`config.mk`:
```
export PLATFORM = sky130hd
export DESIGN_NAME = bus_timeout_timer
export DESIGN_NICKNAME = d
export VERILOG_FILES = /design/src/logic/arb_cfg_pkg.sv /design/src/logic/bus_timeout_timer.sv
export SDC_FILE = /design/constraint.sdc
export NUM_CORES = 1
export LEC_CHECK = 0
export CORE_AREA = 2 2 39 41
export CTS_BUF_LIST = sky130_fd_sc_hd__clkbuf_16
export CTS_CLUSTER_DIAMETER = 60
export DETAILED_ROUTE_END_ITERATION = 8
export DIE_AREA = 0 0 41 43
export DONT_BUFFER_PORTS = 1
export PLACE_DENSITY = 0.41
export SLEW_MARGIN = 15
export SYNTH_ARGS = -nofsm -noshare
export SYNTH_HDL_FRONTEND = slang
export SYNTH_SLANG_ARGS = --single-unit
```
`constraint.sdc`:
```
create_clock -name CLK -period 1.4 [get_ports CLK]
set_input_delay 0.21 -clock CLK [delete_from_list [all_inputs] [get_ports CLK]]
set_output_delay 0.21 -clock CLK [all_outputs]
set_load 0.005 [all_outputs]
```
`src/logic/arb_cfg_pkg.sv`:
```
package arb_cfg_pkg;

    // subsystem sizes
    localparam int unsigned NUM_MANAGERS   = 3;
    localparam int unsigned TIMEOUT_CYCLES = 16;   // granted cycles without ack before err
    localparam int unsigned TIMER_W        = 5;
    localparam int unsigned RAM_WORDS      = 256;

    // count value that flags expiry, reached on the last allowed cycle
    localparam logic [TIMER_W-1:0] TIMEOUT_LAST = TIMER_W'(TIMEOUT_CYCLES - 1);

    // one-hot arbiter state, bit 0 is idle, bit i+1 is manager i
    localparam int unsigned STATE_W = NUM_MANAGERS + 1;
    localparam logic [STATE_W-1:0] STATE_IDLE = STATE_W'(1);

endpackage

```
`src/logic/bus_timeout_timer.sv`:
```
`timescale 1ns/1ps

module bus_timeout_timer (
    input  logic CLK,
    input  logic nRST,
    input  logic run,       // high while a manager holds the bus
    output logic expired
);

    logic [arb_cfg_pkg::TIMER_W-1:0] count_q;   // cycles spent in the current grant

    always_ff @(posedge CLK or negedge nRST) begin
        if (!nRST) begin
            count_q <= '0;
        end else if (!run) begin
            count_q <= '0;                      // idle clears it
        end else if (count_q != '1) begin
            count_q <= count_q + 1'b1;          // saturate at all ones
        end
    end

    // last allowed cycle, fsm drops the grant at the next edge
    assign expired = run && (count_q == arb_cfg_pkg::TIMEOUT_LAST);

endmodule

```
==> results by group <==
GRT
  – Largest net degree at the start of global routing: 7
  – Initial antenna violation count: 0
  – First-pass GRT wire length: 931 um
  – Vias in the first global route: 232
  – Grt ovf: 0
  – GRT Resource Usage Total: 0.08990

Finish
  – Post-Layout Cell Count: 50
  – Max reg flops: 5
  – Antenna fix cells: 0
  – Area Overhead vs Synth: 67.13%
  – Layout cells sized above 1: 0.3824
  – Largest register by flop count: count_q
  – Post-route cell area: roughly 450 um^2
  – Top flop regs: count_q: 5 flops
  – Util after Layout: 0.3264
  – Fin nets: 41

STA
  – Crit share post-route: 1.061
  – Hold slack: about 0.11 ns
  – Final WS setup: -0.08486 ns
  – Slew @ Worst Pin: 0.2388 ns
  – Setup TNS: -0.2726 ns
  – Slew HR: 0.8403
  – Final-report hold violation count: 0
  – FMAX: 673.5 MHz
  – Slew Viols, Final: 0
  – Final Setup Violations: 5
  – Unrepaired setup endpoints after global routing: yes
  – Worst Skew: about 0.00077 ns
  – Final critical-path required period: around 1.5 ns

Route
  – Via density: 4.000
  – Vias post-DR: 200
  – DR pass1 iterations: 2
  – Post-Route WL: 541 um
  – DRT antenna net count: 0
  – Routed wire length per instance: 10.82 um
  – DRC: 0
  – Iteration-0 DRC Markers: 2

Power
  – Sequential share of power: 0.236
  – Switching power total: 0.1177 mW
  – Combinational power share: 0.062
  – Clock power share: 0.703
  – Internal power: 0.5491 mW
  – Tot Pwr: around 0.67 mW
  – Net Sw Frac: 0.1765
  – Maximum VDD drop: 0.6155 mV
  – Pwr dens: ~1500 mW/mm^2
  – Leak pwr: 0.1964 nW

Min path
  – Hold Path Sink: count_q[2]
  – Hold depth: 1
  – Hold crit path type: input pin to register
  – Hold Path Origin: run

Yosys
  – Post-synthesis cell type count: 12
  – Yosys warns: 0
  – Seq/Total Area, Yosys: 0.4630
  – Share of the synthesized area in the top cell type: 0.4630
  – Yosys top cell by area: dfrtp_1
  – Syn Inst Count: 24
  – Syn_nets: 30
  – Post-Syn Area: 270.3 um^2
  – Synthesized area per cell: roughly 11 um^2
  – Main area contributors after synthesis: dfrtp_1, ha_1, and2_1, xnor2_1, mux2i_1
  – FF+latch count, synth: 5

Floorplanning
  – Row cnt: 14
  – Initial Utilization: 0.1953
  – I/O pin count: 4
  – Die Ht: 43 um
  – Die Area: 0.001763 mm^2
  – Die Span X: 41 um
  – Core Region: roughly 0.0014 mm^2

CTS
  – CTS buffer count: 3
  – CTS root buf: clkbuf_16
  – CTS tree: yes
  – Clock latency on the worst-skew pair: around 0.23 ns
  – # clock sinks: 5
  – H-tree levels: 1
  – Maximum buffer depth of the clock tree: 2
  – Clock Pin Slew Worst Setup and Hold Paths: 0.03 ns

Worst setup path
  – CP Launch Type: register
  – CP Class: register to register
  – Worst R2R End: count_q[3]
  – CP Capture Type: register
  – R2R Path Start: count_q[1]
  – Worst Path Required: approximately 1.5 ns
  – Worst Path Max Fanout: 3
  – R2R cell count: 6
  – Worst path arrival time: 1.60 ns
  – R2R setup slack: -0.08 ns

Run status
  – Violated checks: setup timing
  – Status: finished with violations

Placed design
  – Placement Cell Area: 332.8 um^2
  – Pre-CTS WS: -0.07265 ns
  – Placed cells: 43
  – Final Wtd Congestion: roughly 0.75
  – IO Port Bufs: 0

Flow run
  – Maxcap violations: 0
==> cells by family after synthesis <==
kind of cell,count (synthesis),share of synthesized area
AO/OA/AOI/OAI,1,0.01850
XOR/XNOR,3,0.09724
multiplexers,1,0.03704
AND/OR/NAND/NOR,10,0.2315
flip-flops,5,0.4630
buffers and inverters,1,0.01388
adder cells (fa/ha/maj),3,0.1389
==> worst max-delay path by stage <==
stage                     startpoint          to  slack [ns]  cells past startpoint
final                     count_q[1]  count_q[3]       -0.08                      6
after global routing      count_q[1]  count_q[3]       -0.17                      6
after CTS                 count_q[0]  count_q[3]       -0.08                      6
after detailed placement  count_q[1]  count_q[3]       -0.07                      6
after global placement    count_q[1]  count_q[3]       -0.06                      6
after floorplan           count_q[0]  count_q[3]       -0.05                      6
==> final cells by class <==
class,instances,area (um^2)
inverters,1,3.754
well taps,16,20.02
clock buffers,3,75.07
fillers,141,932.1
repair buffers,6,47.55
flip-flops and latches,5,125.1
clock inverters,1,3.754
multi-input cells,18,176.4
==> power by group through the flow <==
| stage | Combinational [mW] | Clock, mW | Sequential [mW] |
|---|---|---|---|
| 4_1_cts | 0.0379 | 0.480 | 0.157 |
| 3_5_place_dp | 0.0282 | 0 | 0.159 |
| 3_3_place_gp | 0.0257 | 0 | 0.159 |
| 5_1_grt | 0.0455 | 0.490 | 0.158 |
| 2_1_floorplan | 0.0153 | 0 | 0.159 |
| 6_report | 0.0412 | 0.468 | 0.157 |
==> cell usage in the layout, fill, tap and decap left out <==
master,synthesis,final
dfrtp_1,5,5
buf_4,0,5
and2_1,5,4
xnor2_1,3,3
clkbuf_16,0,3
inv_1,1,2
ha_4,0,2
and3_4,0,1
and2_4,0,1
mux2i_1,1,1
nor2b_1,1,1
nand2_1,1,1
o21ai_1,0,1
nand4b_1,1,1
nand2b_1,1,1
ha_2,0,1
dlygate4sd3_1,0,1
==> synth_stat cells, drive strengths merged <==
cell,instances
and2,5
dfrtp,5
ha,3
xnor2,3
and3,1
inv,1
mux2i,1
nand2,1
nand2b,1
nand4b,1
nor2b,1
o21ai,1
==> critical path: stages (launching register included) <==
cell      delay, ns
dfrtp_1        0.37
ha_2           0.19
and3_4         0.20
ha_4           0.16
nand4b_1       0.18
xnor2_1        0.14
and2_1         0.13
==> what timing repair did <==
| action | CTS | global route |
|---|---|---|
| pin swaps | 4 | 3 |
| endpoints found under the hold margin | 5 | 0 |
| buffers inserted | 1 | 1 |
| resized for setup | 3 | 1 |
| hold buffers | 1 | 0 |
| endpoints found under the setup margin | 5 | 6 |
==> layer usage <==
layer	up-vias	global-route usage	wire length (um)
met3	2	0.06806	46
met5	-	0	0
met4	0	0.08000	21
li1	99	-	-
met1	92	0.09836	231
met2	7	0.1063	241
Note: power is estimated with default switching activity, not from simulation.
