===== src/logic/wb_bus_pkg.sv =====
package wb_bus_pkg;

    // bus widths
    localparam int unsigned ADDR_W = 32;
    localparam int unsigned DATA_W = 32;
    localparam int unsigned SEL_W  = DATA_W / 8;   // one lane per byte

    // address split as the ram sees it
    localparam int unsigned BYTE_OFS_W = 2;                           // ignored, word access only
    localparam int unsigned WORD_IDX_W = 8;                           // 256 words
    localparam int unsigned REGION_W   = ADDR_W - WORD_IDX_W - BYTE_OFS_W; // must be zero for ram

    typedef struct packed {
        logic [REGION_W-1:0]   region;
        logic [WORD_IDX_W-1:0] word;
        logic [BYTE_OFS_W-1:0] byte_ofs;
    } wb_addr_fields_t;

    // same 32 bits, flat or split
    typedef union packed {
        logic [ADDR_W-1:0] raw;     // flat address, passed through the mux untouched
        wb_addr_fields_t   fields;  // decoded view for the slave
    } wb_addr_u;

    // request from one manager, or the one forwarded to the slave
    typedef struct packed {
        wb_addr_u          adr;
        logic [DATA_W-1:0] dat;   // write data
        logic [SEL_W-1:0]  sel;   // byte enables
        logic              we;
        logic              stb;
        logic              cyc;
    } wb_req_t;

    // response seen by one manager
    typedef struct packed {
        logic [DATA_W-1:0] dat;   // read data, valid with ack
        logic              ack;
        logic              err;   // timeout, never from the ram itself
    } wb_rsp_t;

endpackage


===== src/logic/arb_cfg_pkg.sv =====
package arb_cfg_pkg;

    // subsystem sizes
    localparam int unsigned NUM_MANAGERS   = 3;
    localparam int unsigned TIMEOUT_CYCLES = 16;   // granted cycles without ack before err
    localparam int unsigned TIMER_W        = 5;
    localparam int unsigned RAM_WORDS      = 256;

    // count value that flags expiry, reached on the last allowed cycle
    localparam logic [TIMER_W-1:0] TIMEOUT_LAST = TIMER_W'(TIMEOUT_CYCLES - 1);

    // one-hot arbiter state, bit 0 is idle, bit i+1 is manager i
    localparam int unsigned STATE_W = NUM_MANAGERS + 1;
    localparam logic [STATE_W-1:0] STATE_IDLE = STATE_W'(1);

endpackage


===== src/logic/wb_arbiter_fsm.sv =====
`timescale 1ns/1ps

module wb_arbiter_fsm (
    input  logic                                                CLK,
    input  logic                                                nRST,
    input  wb_bus_pkg::wb_req_t [arb_cfg_pkg::NUM_MANAGERS-1:0] mgr_req,
    input  logic                                                slv_rsp_ack,
    input  logic                                                expired,
    output logic [arb_cfg_pkg::NUM_MANAGERS-1:0]                grant,
    output logic                                                timer_run
);

    logic [arb_cfg_pkg::STATE_W-1:0] state_q;   // one-hot, bit 0 = idle
    logic [arb_cfg_pkg::STATE_W-1:0] state_d;
    logic                            done;      // transaction ends this cycle

    assign done = slv_rsp_ack | expired;

    always_ff @(posedge CLK or negedge nRST) begin
        if (!nRST) begin
            state_q <= arb_cfg_pkg::STATE_IDLE;
        end else begin
            state_q <= state_d;
        end
    end

    // next state and grant
    always_comb begin
        state_d   = state_q;
        grant     = '0;
        timer_run = 1'b0;

        if (state_q[0]) begin
            // idle: pick a requester this very cycle (mealy)
            // walk from the top down so the lowest index is written last and wins
            for (int i = arb_cfg_pkg::NUM_MANAGERS - 1; i >= 0; i--) begin
                if (mgr_req[i].stb && mgr_req[i].cyc) begin
                    grant          = '0;
                    grant[i]       = 1'b1;
                    state_d        = '0;
                    state_d[i + 1] = 1'b1;   // remember who owns the bus
                end
            end
        end else begin
            // a manager owns the bus, hold its grant until ack or timeout
            grant     = state_q[arb_cfg_pkg::STATE_W-1:1];
            timer_run = 1'b1;
            if (done) begin
                state_d = arb_cfg_pkg::STATE_IDLE;   // back to idle, re-arbitrate next cycle
            end
        end
    end

endmodule


===== config.mk =====
export PLATFORM = sky130hd
export DESIGN_NAME = wb_arbiter_fsm
export DESIGN_NICKNAME = d
export VERILOG_FILES = /design/src/logic/wb_bus_pkg.sv /design/src/logic/arb_cfg_pkg.sv /design/src/logic/wb_arbiter_fsm.sv
export SDC_FILE = /design/constraint.sdc
export NUM_CORES = 1
export LEC_CHECK = 0
export BUFFER_PORTS_ARGS = -buffer_cell sky130_fd_sc_hd__buf_2
export CORE_AREA = 2 2 85 87
export DETAILED_ROUTE_END_ITERATION = 7
export DIE_AREA = 0 0 87 89
export GPL_TIMING_DRIVEN = 1
export HOLD_SLACK_MARGIN = 0.12
export SKIP_LAST_GASP = 1
export SLEW_MARGIN = 20
export SYNTH_ARGS = -nofsm -noshare
export SYNTH_HDL_FRONTEND = slang
export SYNTH_SLANG_ARGS = --single-unit
export TNS_END_PERCENT = 5

===== constraint.sdc =====
create_clock -name CLK -period 3.4 [get_ports CLK]
set_input_delay 0.68 -clock CLK [delete_from_list [all_inputs] [get_ports CLK]]
set_output_delay 0.68 -clock CLK [all_outputs]
set_load 0.05 [all_outputs]

==> impl_metrics.csv, run 1 <==
group,metric,value,unit
clock_network,htreeDepth,1,
cells_and_area,fillerInstances,775,
yosys,yosysWarnings,0,
yosys,synth_top_area_share,29.41,%
timing,period_minus_slack,2.227,ns
yosys,synth_area_leaders,"dfrtp_1, dfstp_2, a21boi_4",
critical_path,worstPathMaxFanout,9,
yosys,syn_nets,247,
pwr,seq_power_share,26.5,%
global_route,antenna_found_initial,0,
clock_network,ctsHoldBuffers,0,
pwr,p_leak,0.0001807,uW
cells_and_area,largest_reg_flops,4,
flow_run,max-cap-violations,0,
timing,setup_tns,0,ns
floorplanning,die_w,87,um
critical_path,cp_slowest_cell,"dfstp_2",
timing,rsz0062_at_grt,"no",
global_route,grt_max_degree,10,
timing,tightestPinTransition,0.2697,ns
timing,fin_skew,0.002189,ns
yosys,syn_avg_cell_area,8.508,sq um
critical_path,cp_data_arrival_time,1.55,ns
global_route,grt_usage,1.693,%
yosys,netlist_area,255.2,sq um
cells_and_area,area_delta_synth_final,77.94,%
route,drtPass1Iterations,2,
cells_and_area,nets,264,
route,post_drt_wl_per_cell,5.063,um
global_route,grt_pass1_wl,966,um
placed_design,place_area,409.1,sq um
critical_path,critical_path_required,2.72,ns
hold_path,hold_path.class,"primary input to asynchronous set/reset pin",
pwr,swShare,37.13,%
floorplanning,pin_count,221,
cells_and_area,multi_input_area,127.6,sq um
yosys,yosys_register_bits,4,
timing,hold_ws,0.2650,ns
clock_network,ctsResizeCount,0,
clock_network,postCtsSetupRepairBufs,0,
cells_and_area,regMostFlops,"state_q",
floorplanning,coreArea,6719,sq um
critical_path,cp_cell_sequence,"a21boi_4 -> nand3_2 -> o21ai_1 -> buf_2",
yosys,synth_seq_area_share,39.71,%
floorplanning,dieArea,7743,sq um
global_route,overflow,0,
global_route,grt.busiest_layer,"met2",
yosys,syn_inst,30,
clock_network,clock_path_buffers,2,
placed_design,gp_congestion,0.7044,
cells_and_area,drive_gt1_share,43.48,%
yosys,ys_types,16,
timing,maxSlewHeadroom,82.14,%
clock_network,cts_tree,"built",
global_route,use_met2,2.498,%
critical_path,critPathLaunchType,"register",
clock_network,cts_root_buf,"clkbuf_8",
floorplanning,die_h,89,um
pwr,p_comb_share,34.2,%
pwr,p_per_area,589.9,nW/um^2
clock_network,cts_buffers,3,
cells_and_area,n_antenna_cell,0,
cells_and_area,ff_latch_area,101.3,sq um
critical_path,cp-end-kind,"primary output",
route,vias,259,
route,drtIter0Drc,6,
pwr,ir_drop,214.5,uV
route,drt-total-wl,638,um
timing,period_share,65.51,%
route,ant_nets,0,
cells_and_area,reg_top3,"state_q: 4 flops",
placed_design,io_buffers,13,
pwr,intPower,168.5,uW
clock_network,cts_sinks,4,
route,drc_errors,0,
timing,hold_viol_final,0,
pwr,p_switching,99.48,uW
clock_network,clk_pin_slew_worst_paths,0.03,ns
pwr,p_clk_share,39.2,%
timing,fmax,449.0,MHz
global_route,grt_use_met1,1.873,%
global_route,grt_use_met3,0.5540,%
outcome,status,"completed",
critical_path,crit_type,"register to primary output",
route,vias_per_cell,2.056,
pwr,p_total,267.9,uW
global_route,grt_pass1_vias,225,
critical_path,cp_slowest_stage_delay,0.62,ns
timing,maxSlewViolCount,0,
floorplanning,rows,30,
cells_and_area,finish.instance_area,454.2,sq um
clock_network,clk-insertion-delay-late,0.22,ns
yosys,yosysTopAreaCell,"dfrtp_1",
timing,setup_viol,0,
floorplanning,start_util,3.799,%
[cell families after synthesis]
logic type | Yosys count | share of synthesized area [%]
buffers and inverters | 5 | 10.29
DFF | 4 | 39.71
AOI/OAI and AO/OA | 11 | 28.43
and+or+nand+nor | 10 | 21.57
[power groups by stage]
stage	Clock [uW]	Sequential (uW)	Combinational, uW
5_1_grt	110	73.2	97.9
6_report	105	71.0	91.8
4_1_cts	107	71.0	92.4
2_1_floorplan	0	61.9	83.5
3_5_place_dp	0	71.5	91.9
3_3_place_gp	0	70.9	91.7
[routing by layer]
metal	vias up	share of wire (%)
met5	-	0
met3	2	7.8
li1	135	-
met4	0	0.63
met1	110	50
met2	12	42
[cell type report]
class / count / area share, %
Sequential cell: 4 / 22.31
Timing Repair Buffer: 13 / 14.33
Multi-Input combinational cell: 21 / 28.10
Inverter: 4 / 3.306
Tap cell: 80 / 22.04
Clock buffer: 4 / 9.917
[cells in the mapped netlist]
master,count
o21ai_1,3
buf_6,1
a21boi_4,1
dfrtp_1,3
nor2_1,1
nor3_2,1
a21oi_1,3
o21ai_0,1
dfstp_2,1
nand3_2,1
a31oi_1,1
nand3_1,2
nand2_1,4
and2_1,1
inv_1,4
o22ai_1,2
[critical path, delay by kind of cell (launching register included)]
family | cells | cell delay [ns]
AO/OA/AOI/OAI | 2 | 0.35
buffers and inverters | 1 | 0.28
flip-flops | 1 | 0.62
AND/OR/NAND/NOR | 1 | 0.09
[stage by stage]
step / instances / worst slack, ns / utilization, %
5_1_grt: 126 / 1.093 / 6.760
4_1_cts: 126 / 1.167 / 6.760
3_3_place_gp: 122 / 1.266 / 6.089
2_1_floorplan: 30 / 1.137 / -
6_report: 126 / 1.173 / 6.760
3_5_place_dp: 122 / 1.258 / 6.089
[path summary, 6_finish.rpt]
kind / cells past startpoint / endpoint / from / slack, ns
worst max register to register: 3 / state_q[3] / state_q[0] / 2.21
min in group CLK: 2 / state_q[1] / state_q[1] / 0.52
worst min register to register: 2 / state_q[1] / state_q[1] / 0.52
max in group asynchronous: 1 / state_q[0] / nRST / 2.93
worst max-delay path: 4 / grant[2] / state_q[0] / 1.17
worst min-delay path: 1 / state_q[1] / nRST / 0.26
[cells in the final DEF (no fill, tap or decap), drive strengths merged]
master	count
nor3	1
o21ai	4
dfstp	1
o22ai	2
clkbuf	4
buf	13
inv	4
nand3	3
nand2	4
nor2	1
a31oi	1
a21boi	1
and2	1
dfrtp	3
a21oi	3
(Power assumes the default switching activity.)
==> run 2: changes to the inputs <==
Settings changed: ABC_AREA set to 1.
Clock period 3.4 ns to 2.2 ns, I/O delays scaled along.
==> impl_metrics.csv, run 2 <==
group,metric,value,unit
outcome,status,"completed",
cells_and_area,n_antenna_cell,0,
critical_path,cp_slowest_cell,"dfstp_2",
critical_path,cp_data_arrival_time,1.37,ns
route,ant_nets,0,
timing,fin_skew,0.003527,ns
clock_network,clock_path_buffers,2,
placed_design,io_buffers,13,
hold_path,hold_end,"state_q[1]",
timing,rsz0062_at_grt,"no",
floorplanning,dieArea,7743,sq um
timing,tightestPinTransition,0.2650,ns
global_route,grt_usage,1.865,%
route,drc_errors,0,
clock_network,htreeDepth,1,
yosys,synth_top_area_share,34.68,%
global_route,grt_pass1_vias,226,
route,post_drt_wl_per_cell,5.589,um
timing,hold_viol_final,0,
yosys,yosysTopAreaCell,"dfrtp_1",
cells_and_area,fin_util,6.499,%
yosys,synth_most_common_cell,"nand2_1",
cells_and_area,drive_gt1_share,38.78,%
hold_path,holdPathStages,2,
critical_path,cp-end-kind,"primary output",
floorplanning,die_h,89,um
critical_path,startpoint,"state_q[0]",
pwr,p_per_area,918.6,nW/um^2
yosys,syn_avg_cell_area,6.983,sq um
yosys,synthArstFlopShare,100.0,%
yosys,synth_area_leaders,"dfrtp_1, nand2_1, dfstp_2",
yosys,netlist_area,216.5,sq um
timing,setup_viol,0,
yosys,synth_edf_count,0,
floorplanning,die_w,87,um
critical_path,reg2reg_depth,5,
cells_and_area,largest_reg_flops,4,
global_route,grt_pass1_wl,1041,um
critical_path,crit_type,"register to primary output",
yosys,synth_flop_cell,"dfrtp_1",
cells_and_area,area_delta_synth_final,101.7,%
critical_path,cp_slowest_stage_delay,0.55,ns
clock_network,cts_root_buf,"clkbuf_8",
global_route,overflow,0,
pwr,ir_drop,447.8,uV
critical_path,worstReg2RegStart,"state_q[0]",
timing,setup_tns,0,ns
cells_and_area,mostFrequentLayoutCell,"nand2_1",
global_route,antenna_found_initial,0,
yosys,synth_seq_area_share,46.82,%
cells_and_area,reg_top3,"state_q: 4 flops",
floorplanning,rows,30,
hold_path,hp-start,"state_q[1]",
route,vias,251,
yosys,synth_common_cells,"nand2_1, dfrtp_1, inv_1",
yosys,syn_inst,31,
route,drtIter0Drc,4,
yosys,yosysWarnings,0,
global_route,grt_max_degree,6,
timing,fmax,551.5,MHz
critical_path,reg2reg_slack,1.18,ns
timing,period_minus_slack,1.813,ns
floorplanning,pin_count,221,
flow_run,max-cap-violations,0,
critical_path,cp_cell_sequence,"nand2_2 -> inv_1 -> nand4_1 -> nand2_1 -> buf_2",
timing,maxSlewHeadroom,82.45,%
clock_network,clk_pin_slew_worst_paths,0.03,ns
clock_network,cts_buffers,3,
timing,period_share,82.42,%
critical_path,critical_path_required,1.76,ns
route,drt-total-wl,721,um
cells_and_area,regMostFlops,"state_q",
route,vias_per_cell,1.946,
clock_network,ctsResizeCount,0,
placed_design,gp_congestion,0.6901,
critical_path,worstPathMaxFanout,4,
yosys,ys_types,10,
timing,maxSlewViolCount,0,
cells_and_area,nets,267,
pwr,p_total,401.1,uW
floorplanning,coreArea,6719,sq um
pwr,p_leak,0.0002207,uW
cells_and_area,fillerInstances,774,
critical_path,critPathLaunchType,"register",
placed_design,hpwl,644.3,um
clock_network,cts_tree,"built",
yosys,syn_nets,248,
clock_network,clk-insertion-delay-late,0.22,ns
cells_and_area,final_cell_mix,"nand2_1, buf_2, inv_1, clkbuf_8, dfrtp_1",
clock_network,cts_sinks,4,
yosys,yosys_register_bits,4,
hold_path,hold_path.class,"register to register",
floorplanning,start_util,3.222,%
route,drtPass1Iterations,4,
critical_path,r2r-end,"state_q[2]",
## run 2: per-stage QoR
| stage | area [sq um] | setup WS [ns] | hold slack [ns] | instances |
|---|---|---|---|---|
| global route | 436.7 | 0.2947 | 0.4940 | 129 |
| CTS | 436.7 | 0.3670 | 0.4746 | 129 |
| finish | 436.7 | 0.3868 | 0.4707 | 129 |
| global placement | 381.6 | 0.5179 | 0.2463 | 124 |
| floorplan | 216.5 | 0.5766 | 0.1444 | 31 |
| detailed placement | 381.6 | 0.5204 | 0.2518 | 124 |
## run 2: power breakdown
part	total, uW	internal [uW]	switching [uW]
clock network	162	124	38.6
logic	136	35.1	101
registers	103	92.3	10.2
## run 2: worst max path at each step
stage | to | slack, ns
final | grant[2] | 0.39
after CTS | grant[2] | 0.37
after global routing | grant[2] | 0.29
after global placement | grant[2] | 0.52
after detailed placement | grant[2] | 0.52
after floorplan | grant[0] | 0.58
## run 2: cells by family (layout without fill, tap and decap cells)
| kind of cell | count (synthesis) | in the layout | synth area share (%) |
|---|---|---|---|
| simple gates | 22 | 22 | 41.04 |
| compound gates | 2 | 2 | 6.939 |
| flops | 4 | 4 | 46.82 |
| buf+inv | 3 | 21 | 5.202 |
## run 2: area by class of cell
| class | count | area (sq um) | share of cell area, % |
|---|---|---|---|
| tap | 80 | 100.1 | 22.92 |
| timing repair buffer | 14 | 75.07 | 17.19 |
| inverter | 3 | 11.26 | 2.579 |
| sequential | 4 | 101.3 | 23.21 |
| multi-input combinational | 24 | 103.9 | 23.78 |
| clock buffer | 4 | 45.04 | 10.32 |
## run 2: worst max-delay path: cells and delay by family, from the launching register on
family	cells	cell delay [ns]
flip-flops	1	0.55
buffers and inverters	2	0.34
AND/OR/NAND/NOR	3	0.27
## run 2: what timing repair did
action / in CTS / in global routing
hold buffers: 1 / 0
hold endpoints to repair: 3 / 0
buffers inserted: 0 / 0
## run 2: layer usage
layer	up-vias	track usage [%]	wire (um)
li1	133	-	-
met1	110	2.090	317
met2	8	3.262	371
met3	0	0.5540	31
met4	0	0.8523	0
met5	-	0	0
