### config.mk
export PLATFORM = sky130hd
export DESIGN_NAME = wb_grant_mux
export DESIGN_NICKNAME = d
export VERILOG_FILES = /design/src/logic/wb_bus_pkg.sv /design/src/logic/arb_cfg_pkg.sv /design/src/logic/wb_grant_mux.sv
export SDC_FILE = /design/constraint.sdc
export NUM_CORES = 1
export LEC_CHECK = 0
export BUFFER_PORTS_ARGS = -buffer_cell sky130_fd_sc_hd__buf_2
export CAP_MARGIN = 25
export CORE_AREA = 2 2 166 168
export DETAILED_ROUTE_END_ITERATION = 8
export DIE_AREA = 0 0 168 170
export PLACE_DENSITY = 0.44
export SETUP_SLACK_MARGIN = 0.4
export SYNTH_ARGS = -nofsm -noshare
export SYNTH_HDL_FRONTEND = slang
export SYNTH_SLANG_ARGS = --single-unit
### constraint.sdc
create_clock -name vclk -period 0.9
set_input_delay 0.09 -clock vclk [all_inputs]
set_output_delay 0.09 -clock vclk [all_outputs]
set_load 0.02 [all_outputs]
### src/logic/wb_bus_pkg.sv
package wb_bus_pkg;

    // bus widths
    localparam int unsigned ADDR_W = 32;
    localparam int unsigned DATA_W = 32;
    localparam int unsigned SEL_W  = DATA_W / 8;   // one lane per byte

    // address split as the ram sees it
    localparam int unsigned BYTE_OFS_W = 2;                           // ignored, word access only
    localparam int unsigned WORD_IDX_W = 8;                           // 256 words
    localparam int unsigned REGION_W   = ADDR_W - WORD_IDX_W - BYTE_OFS_W; // must be zero for ram

    typedef struct packed {
        logic [REGION_W-1:0]   region;
        logic [WORD_IDX_W-1:0] word;
        logic [BYTE_OFS_W-1:0] byte_ofs;
    } wb_addr_fields_t;

    // same 32 bits, flat or split
    typedef union packed {
        logic [ADDR_W-1:0] raw;     // flat address, passed through the mux untouched
        wb_addr_fields_t   fields;  // decoded view for the slave
    } wb_addr_u;

    // request from one manager, or the one forwarded to the slave
    typedef struct packed {
        wb_addr_u          adr;
        logic [DATA_W-1:0] dat;   // write data
        logic [SEL_W-1:0]  sel;   // byte enables
        logic              we;
        logic              stb;
        logic              cyc;
    } wb_req_t;

    // response seen by one manager
    typedef struct packed {
        logic [DATA_W-1:0] dat;   // read data, valid with ack
        logic              ack;
        logic              err;   // timeout, never from the ram itself
    } wb_rsp_t;

endpackage

### src/logic/arb_cfg_pkg.sv
package arb_cfg_pkg;

    // subsystem sizes
    localparam int unsigned NUM_MANAGERS   = 3;
    localparam int unsigned TIMEOUT_CYCLES = 16;   // granted cycles without ack before err
    localparam int unsigned TIMER_W        = 5;
    localparam int unsigned RAM_WORDS      = 256;

    // count value that flags expiry, reached on the last allowed cycle
    localparam logic [TIMER_W-1:0] TIMEOUT_LAST = TIMER_W'(TIMEOUT_CYCLES - 1);

    // one-hot arbiter state, bit 0 is idle, bit i+1 is manager i
    localparam int unsigned STATE_W = NUM_MANAGERS + 1;
    localparam logic [STATE_W-1:0] STATE_IDLE = STATE_W'(1);

endpackage

### src/logic/wb_grant_mux.sv
`timescale 1ns/1ps

module wb_grant_mux (
    input  wb_bus_pkg::wb_req_t [arb_cfg_pkg::NUM_MANAGERS-1:0] mgr_req,
    input  logic [arb_cfg_pkg::NUM_MANAGERS-1:0]                grant,     // one-hot or empty
    input  wb_bus_pkg::wb_rsp_t                                 slv_rsp,
    input  logic                                                bus_err,   // timeout expiry
    output wb_bus_pkg::wb_req_t                                 slv_req,
    output wb_bus_pkg::wb_rsp_t [arb_cfg_pkg::NUM_MANAGERS-1:0] mgr_rsp
);

    // request path, manager to slave
    always_comb begin
        slv_req = '0;   // nothing granted means no stb/cyc on the slave side
        for (int i = 0; i < arb_cfg_pkg::NUM_MANAGERS; i++) begin
            if (grant[i]) begin
                slv_req = mgr_req[i];   // whole request, address union passed as is
            end
        end
    end

    // response path, slave back to the owner only
    always_comb begin
        for (int i = 0; i < arb_cfg_pkg::NUM_MANAGERS; i++) begin
            mgr_rsp[i] = '0;   // losers see zeros
            if (grant[i]) begin
                mgr_rsp[i].dat = slv_rsp.dat;
                mgr_rsp[i].ack = slv_rsp.ack;
                mgr_rsp[i].err = slv_rsp.err | bus_err;   // ram err is tied low
            end
        end
    end

endmodule

==> results of run 1 <==
==> per-layer routing <==
layer / GRT usage / wire length (µm) / up-vias
met1: 0.154 / 8610 / 2341
li1: - / - / 2406
met5: 0 / 16 / -
met2: 0.249 / 11400 / 220
met4: 0.00870 / 128 / 2
met3: 0.0177 / 1230 / 10
==> critical path, cell delays in order <==
cell      delay [ns]
buf_16          0.13
buf_12          0.15
buf_4           0.16
nand3b_1        0.21
a21oi_4         0.14
buf_6           0.13
==> power by group <==
part	internal (mW)	switching (mW)	leakage, nW
sequential	0	0	0
clock	0	0	0
combinational	2.76	2.33	3.85
==> per-stage QoR <==
stage	TNS (ns)	cell area [µm²]	hold slack, ns
after floorplan	0	3750	0.319
after global placement	-22.26	6290	0.534
after detailed placement	-22.23	6290	0.539
after CTS	-14.20	7850	0.511
after global routing	-18.76	8580	0.531
final	-15.18	8580	0.516
==> worst paths after layout <==
check | from | to | slack, ns | depth (start not counted)
hold / removal | slv_rsp[7] | mgr_rsp[75] | 0.52 | 3
setup / recovery | grant[1] | slv_req[38] | -0.20 | 6
==> kinds of logic after synthesis <==
family                 after synthesis  synth area share
AOI/OAI and AO/OA                  142             0.336
buffers and inverters               49             0.109
and+or+nand+nor                    245             0.555
==> area by class of cell <==
class | count | area share
tap | 341 | 0.0497
multi-input combinational | 387 | 0.405
timing repair buffer | 506 | 0.546
==> cells in the mapped netlist <==
master,instances,share of area
buf_6,1,0.0039
nor2b_1,74,0.16
clkbuf_1,17,0.022
buf_12,4,0.027
a21oi_2,72,0.22
buf_4,7,0.018
and2_1,99,0.21
buf_2,19,0.033
nor2_1,1,0.0013
a21oi_1,70,0.12
nand3b_1,71,0.18
buf_8,1,0.0051
==> repair_timing <==
| item | 4_1_cts | 5_1_grt |
|---|---|---|
| setup endpoints to repair | 173 | 173 |
| setup buffers | 3 | 10 |
| pin swaps | 26 | 15 |
| resized for setup | 308 | 133 |
| cloned | 18 | 10 |
==> reports/metrics.cfg, run 1 <==
[sta]
slew_headroom = 0.818
drv_slew = 0
layout_min_cycle_time_ns = 1.10
max_freq_mhz = 906
hold_viol_final = 0
setup_viol = 123
tightest_slew_ns = 0.273
worst_slack_ns = -0.204
rsz0062_at_grt = true
period_share = 1.23

[routing]
detail-route-antenna-nets = 0
drt_first_pass_iters = 4
vias = 4979
finalWirelength_um = 21400
via_per_inst = 4.03
post_drt_wl_per_cell_um = 17.3
dr.first_iter.drc_count = 93
drt_drc_violations_left = 0

[global_route]
grt.overflow.total = 0
grt_usage = 0.128
grt_pass1_vias = 4906
antenna_found_initial = 1
grt_first_pass_wirelength_um = 28700
grt_max_degree = 35

[synthesis]
netlist_instances = 436
syn_nets = 687
yosysUniqueCellTypes = 12
yosysWarnings = 0
ys_seq_area_frac = 0
synth_area_per_cell_um2 = 6.69
netlist_area_um2 = 2920

[die]
die_w_um = 168
die_y_um = 170
fp-row-count = 60
ios = 424
initial_core_util = 0.109
coreArea_um2 = 26700
dieArea_um2 = 28600

[cells_and_area]
diodes = 0
syn_to_final_growth_pct = 194
clockBufferCount = 0
layout_commonest_cell = buf_2
final_cell_mix = buf_2 (253), buf_6 (166), and2_4 (94)
num-nets-final = 1146
seq_cells = 0
multi_input_area_um2 = 3470
final_cell_count_no_fill = 1234
n_fill_cell = 2797
drive_gt1_frac = 0.828
fin_util = 0.322
regArea_um2 = 0

[power_and_ir_drop]
fin_total_pwr_mw = 5.10
leakage_nw = 3.85
vdd_ir_drop_max_mv = 0.287
powerDensity_nw_per_um2 = 594

[critical_path]
start_kind = input port
critPathMaxFanout = 6
cp.arrival_ns = 1.01
required_ns = 0.81
cp-end-kind = output pin
path_class = input port to output pin

[clock_tree]
ctsHoldBuffers = 0

[outcome]
outcome = finished with violations
violations = negative setup slack

[placement]
io_buffer_count = 424
place_congestion = 0.838
dp_cells = 1193
place_ws_ns = -0.263
dp_hpwl_um = 13800

[run]
maxCapViolCount = 0

[hold_path]
worstHoldPathType = input port to output pin

Power figures use the tool's default switching activity.
==> inputs of run 2 (changes only) <==
- TNS_END_PERCENT: not set -> 5
==> run 2 against run 1 <==
Final cell count fell by 1.6%. Global-route usage fell by 0.75 points. Hold slack lost 0.0043 ns. Wire length decreased by 8.4%. Combinational power shrank 14%. Core utilization shrank 4.1 points. Setup slack worse by 0.014 ns. Via count shrank 2.6%. Clock-buffer cell count unchanged. First-iteration DRC count grew 25%. The run still ends with negative setup slack left. Fmax shrank 1.2%. Largest power group unchanged. Final area down 13%.
==> reports/metrics.cfg, run 2 (synthesis results as in run 1) <==
[sta]
hold_viol_final = 0  ; unchanged
period_share = 1.24  ; +0.0151
setup_viol = 94  ; -24%
layout_min_cycle_time_ns = 1.12  ; +0.0136 ns
slew_headroom = 0.809  ; -0.00905
fin_setup_tns_ns = -12.00  ; +3.18 ns
hold-worst-slack_ns = 0.511  ; -0.00433 ns
drv_slew = 0  ; unchanged
worst_slack_ns = -0.217  ; -0.0136 ns
tightest_slew_ns = 0.287  ; +0.0141 ns
max_freq_mhz = 895  ; -1.2%
rsz0062_at_grt = true

[routing]
drt_drc_violations_left = 0  ; unchanged
drt_first_pass_iters = 4  ; unchanged
dr.first_iter.drc_count = 116  ; +25%
via_per_inst = 3.99  ; -1.0%
vias = 4849  ; -2.6%
finalWirelength_um = 19600  ; -8.4%
detail-route-antenna-nets = 0  ; unchanged
post_drt_wl_per_cell_um = 16.1  ; -6.9%

[global_route]
grt_pass1_vias = 4929  ; +0.47%
grt.overflow.total = 0  ; unchanged
antenna_found_initial = 1  ; unchanged
grt_usage = 0.120  ; -0.00746
grt_max_degree = 49  ; +40%
grt_first_pass_wirelength_um = 27400  ; -4.5%

[power_and_ir_drop]
powerDensity_nw_per_um2 = 587  ; -1.2%
leakage_nw = 3.37  ; -13%
vdd_ir_drop_max_mv = 0.275  ; -4.3%

[cells_and_area]
drive_gt1_frac = 0.746  ; -0.0813
n_fill_cell = 2860  ; +2.3%
fin_util = 0.281  ; -0.0413
seq_cells = 0  ; unchanged
final_cell_mix = buf_2 (270), buf_6 (99), buf_4 (83)
clockBufferCount = 0  ; unchanged
layout_commonest_cell = buf_2
regArea_um2 = 0  ; unchanged
syn_to_final_growth_pct = 156
num-nets-final = 1124  ; -1.9%

[clock_tree]
ctsHoldBuffers = 0  ; unchanged

[run]
maxCapViolCount = 0  ; unchanged

[critical_path]
cp-end-kind = output pin
path_class = input port to output pin
crit_end = slv_req[55]
crit_start = grant[1]
start_kind = input port
cp.arrival_ns = 1.03  ; +0.02 ns
critPathMaxFanout = 15  ; +9
required_ns = 0.81  ; about the same

[die]
die_y_um = 170  ; unchanged
initial_core_util = 0.109  ; unchanged
die_w_um = 168  ; unchanged
fp-row-count = 60  ; unchanged
coreArea_um2 = 26700  ; unchanged
ios = 424  ; unchanged
dieArea_um2 = 28600  ; unchanged

[placement]
io_buffer_count = 424  ; unchanged
dp_hpwl_um = 14000  ; +1.0%
place_congestion = 0.765  ; -8.8%

[outcome]
violations = negative setup slack
outcome = finished with violations

[hold_path]
worstHoldPathType = input port to output pin
hold_depth = 3  ; unchanged

run 2: layout make-up:
cell class	instances	area [µm²]	area share
well taps	341	427	0.0570
multi-input cells	387	3240	0.433
diodes	2	5.00	0.000669
repair buffers	484	3810	0.510
run 2: worst max-delay path: stages:
cell and delay (ns):
buf_12 0.14, bufbuf_16 0.30, nand3b_1 0.22, a21oi_4 0.15
buf_6 0.13
run 2: how the worst min path moves through the flow:
stage	startpoint	to	slack, ns
after floorplan	mgr_req[10]	slv_req[10]	0.34
after global placement	slv_rsp[6]	mgr_rsp[6]	0.53
after detailed placement	slv_rsp[6]	mgr_rsp[6]	0.53
after CTS	slv_rsp[1]	mgr_rsp[69]	0.51
after global routing	slv_rsp[1]	mgr_rsp[69]	0.52
final	slv_rsp[1]	mgr_rsp[69]	0.51
run 2: timing repair:
action                     in CTS  in global routing
gates cloned                    9                  3
resized for setup             243                104
hold endpoints to repair        0                  0
setup buffers                   0                  2
setup endpoints to repair     173                173
pin swaps                      13                 12
run 2: stage by stage:
stage / cells / setup slack, ns / cell area (µm²) / total power [mW]
after global placement: 1198 / -0.269 / 6040 / 3.43
after CTS: 1207 / -0.214 / 7070 / 4.18
after global routing: 1213 / -0.249 / 7480 / 4.66
after floorplan: 436 / 0.0657 / 3360 / 2.03
final: 1214 / -0.217 / 7480 / 4.39
after detailed placement: 1198 / -0.276 / 6040 / 3.43
run 2: where the power goes:
group           total (mW)  switching, mW  internal (mW)
Combinational         4.39           2.13           2.25
Clock          0.000000298              0    0.000000298
Sequential               0              0              0
Total                 4.39           2.13           2.25
run 2: per-layer routing:
metal  part of all wire  up-vias  GRT usage
met5                  0        -          0
met4             0.0061        0     0.0102
met3              0.062        6     0.0137
met2               0.55      237      0.247
met1               0.38     2246      0.136
li1                   -     2360          -
==> inputs of run 3 (changes only) <==
- RECOVER_POWER: not set -> 25
==> run 3 against run 2 <==
The run still ends with negative setup slack left. Final cell count stayed put. Flip-flop and latch count unchanged. Die area did not move. Wire length barely moved. Power is 0.56% lower. Combinational power is essentially flat. Clock-buffer cell count unchanged. Core utilization shrank 0.15 points. Non-clock buffer count unchanged. Setup slack is essentially flat. Via count hardly changed. Critical path depth stayed put. Critical path type unchanged. Critical endpoint unchanged. Largest cell class unchanged.
==> reports/metrics.cfg, run 3 (synthesis results as in run 1) <==
[critical_path]
path_cells = buf_12, bufbuf_16, nand3b_1, a21oi_4, buf_6
crit_end = slv_req[55]
cp.arrival_ns = 1.03  ; about the same
start_kind = input port
required_ns = 0.81  ; about the same
critical-path-max-stage-delay_ns = 0.30  ; about the same
path_class = input port to output pin
cp-end-kind = output pin
critPathMaxFanout = 15  ; unchanged
crit_start = grant[1]
slowest_stage = bufbuf_16

[outcome]
violations = negative setup slack
outcome = finished with violations

[cells_and_area]
final_cell_mix = buf_2 (270), buf_6 (99), a21oi_2 (73)
num-nets-final = 1124  ; unchanged
clockBufferCount = 0  ; unchanged
seq_cells = 0  ; unchanged
regArea_um2 = 0  ; unchanged
drive_gt1_frac = 0.746  ; unchanged
layout_commonest_cell = buf_2
syn_to_final_growth_pct = 155
final_area_um2 = 7440  ; -0.54%

[power_and_ir_drop]
powerDensity_nw_per_um2 = 586  ; about the same
vdd_ir_drop_max_mv = 0.274  ; about the same
leakage_nw = 3.35  ; -0.42%
fin_total_pwr_mw = 4.36  ; -0.56%

[global_route]
grt.overflow.total = 0  ; unchanged
grt_max_degree = 49  ; unchanged
grt_first_pass_wirelength_um = 27400  ; unchanged
grt_usage = 0.120  ; unchanged
antenna_found_initial = 1  ; unchanged
grt_pass1_vias = 4929  ; unchanged

[die]
fp-row-count = 60  ; unchanged
initial_core_util = 0.109  ; unchanged
dieArea_um2 = 28600  ; unchanged
die_w_um = 168  ; unchanged
die_y_um = 170  ; unchanged
ios = 424  ; unchanged
coreArea_um2 = 26700  ; unchanged

[placement]
placed_area_um2 = 6040  ; unchanged
place_congestion = 0.765  ; unchanged
io_buffer_count = 424  ; unchanged
dp_hpwl_um = 14000  ; unchanged

[routing]
dr.first_iter.drc_count = 114  ; -1.7%
detail-route-antenna-nets = 0  ; unchanged
vias = 4847  ; -0.041%
post_drt_wl_per_cell_um = 16.1  ; about the same
via_per_inst = 3.99  ; about the same
drt_first_pass_iters = 4  ; unchanged
drt_drc_violations_left = 0  ; unchanged
finalWirelength_um = 19600  ; about the same

[run]
maxCapViolCount = 0  ; unchanged

[sta]
setup_viol = 94  ; unchanged
rsz0062_at_grt = true
period_share = 1.24  ; about the same
tightest_slew_ns = 0.287  ; unchanged
hold-worst-slack_ns = 0.511  ; unchanged
slew_headroom = 0.809  ; unchanged
drv_slew = 0  ; unchanged
worst_slack_ns = -0.218  ; -0.0000250 ns
hold_viol_final = 0  ; unchanged
max_freq_mhz = 895  ; about the same
layout_min_cycle_time_ns = 1.12  ; +0.0000250 ns

[hold_path]
hold_depth = 3  ; unchanged
worstHoldPathType = input port to output pin

-- run 3: cell types whose count changed in the layout (fill, tap and decap cells not counted), sizes merged --
cell	delta
clkbuf	+11
buf	-11
-- run 3: where the power goes --
| group | switching (mW) | total [mW] | internal (mW) |
|---|---|---|---|
| logic | 2.13 | 4.36 | 2.23 |
| clock network | 0 | 0.000000298 | 0.000000298 |
| registers | 0 | 0 | 0 |
-- run 3: layout make-up --
cell class | instances | area (µm²)
repair buffers | 484 | 3770
fillers | 2868 | 19200
diodes | 2 | 5.00
multi-input cells | 387 | 3240
well taps | 341 | 427
-- run 3: what timing repair did --
item / in CTS / in global routing
setup endpoints to repair: 173 / 173
hold endpoints to repair: 0 / 0
gates resized for setup: 243 / 104
cloned: 9 / 3
hold buffers: 0 / 0
buffers inserted: 0 / 2
pin swaps: 13 / 12
-- run 3: worst min path at each step --
stage,to,startpoint
after global routing,mgr_rsp[69],slv_rsp[1]
after global placement,mgr_rsp[6],slv_rsp[6]
after detailed placement,mgr_rsp[6],slv_rsp[6]
after floorplan,slv_req[10],mgr_req[10]
after CTS,mgr_rsp[69],slv_rsp[1]
final,mgr_rsp[69],slv_rsp[1]
-- run 3: worst max-delay path: cells and delay by family --
| family | cells | cell delay (ns) |
|---|---|---|
| buf+inv | 3 | 0.57 |
| simple gates | 1 | 0.22 |
| compound gates | 1 | 0.15 |
-- run 3: through the flow --
| step | instances | util | worst slack, ns | TNS (ns) |
|---|---|---|---|---|
| 2_1_floorplan | 436 | - | 0.0657 | 0 |
| 3_3_place_gp | 1198 | 0.227 | -0.269 | -18.96 |
| 3_5_place_dp | 1198 | 0.227 | -0.276 | -19.38 |
| 4_1_cts | 1207 | 0.265 | -0.214 | -13.84 |
| 5_1_grt | 1213 | 0.279 | -0.249 | -15.89 |
| 6_report | 1214 | 0.279 | -0.218 | -11.98 |
-- run 3: metal layers --
| layer | GRT usage | routed length [µm] |
|---|---|---|
| met2 | 0.247 | 10800 |
| met5 | 0 | 0 |
| met1 | 0.136 | 7490 |
| met3 | 0.0137 | 1230 |
| met4 | 0.0102 | 119 |
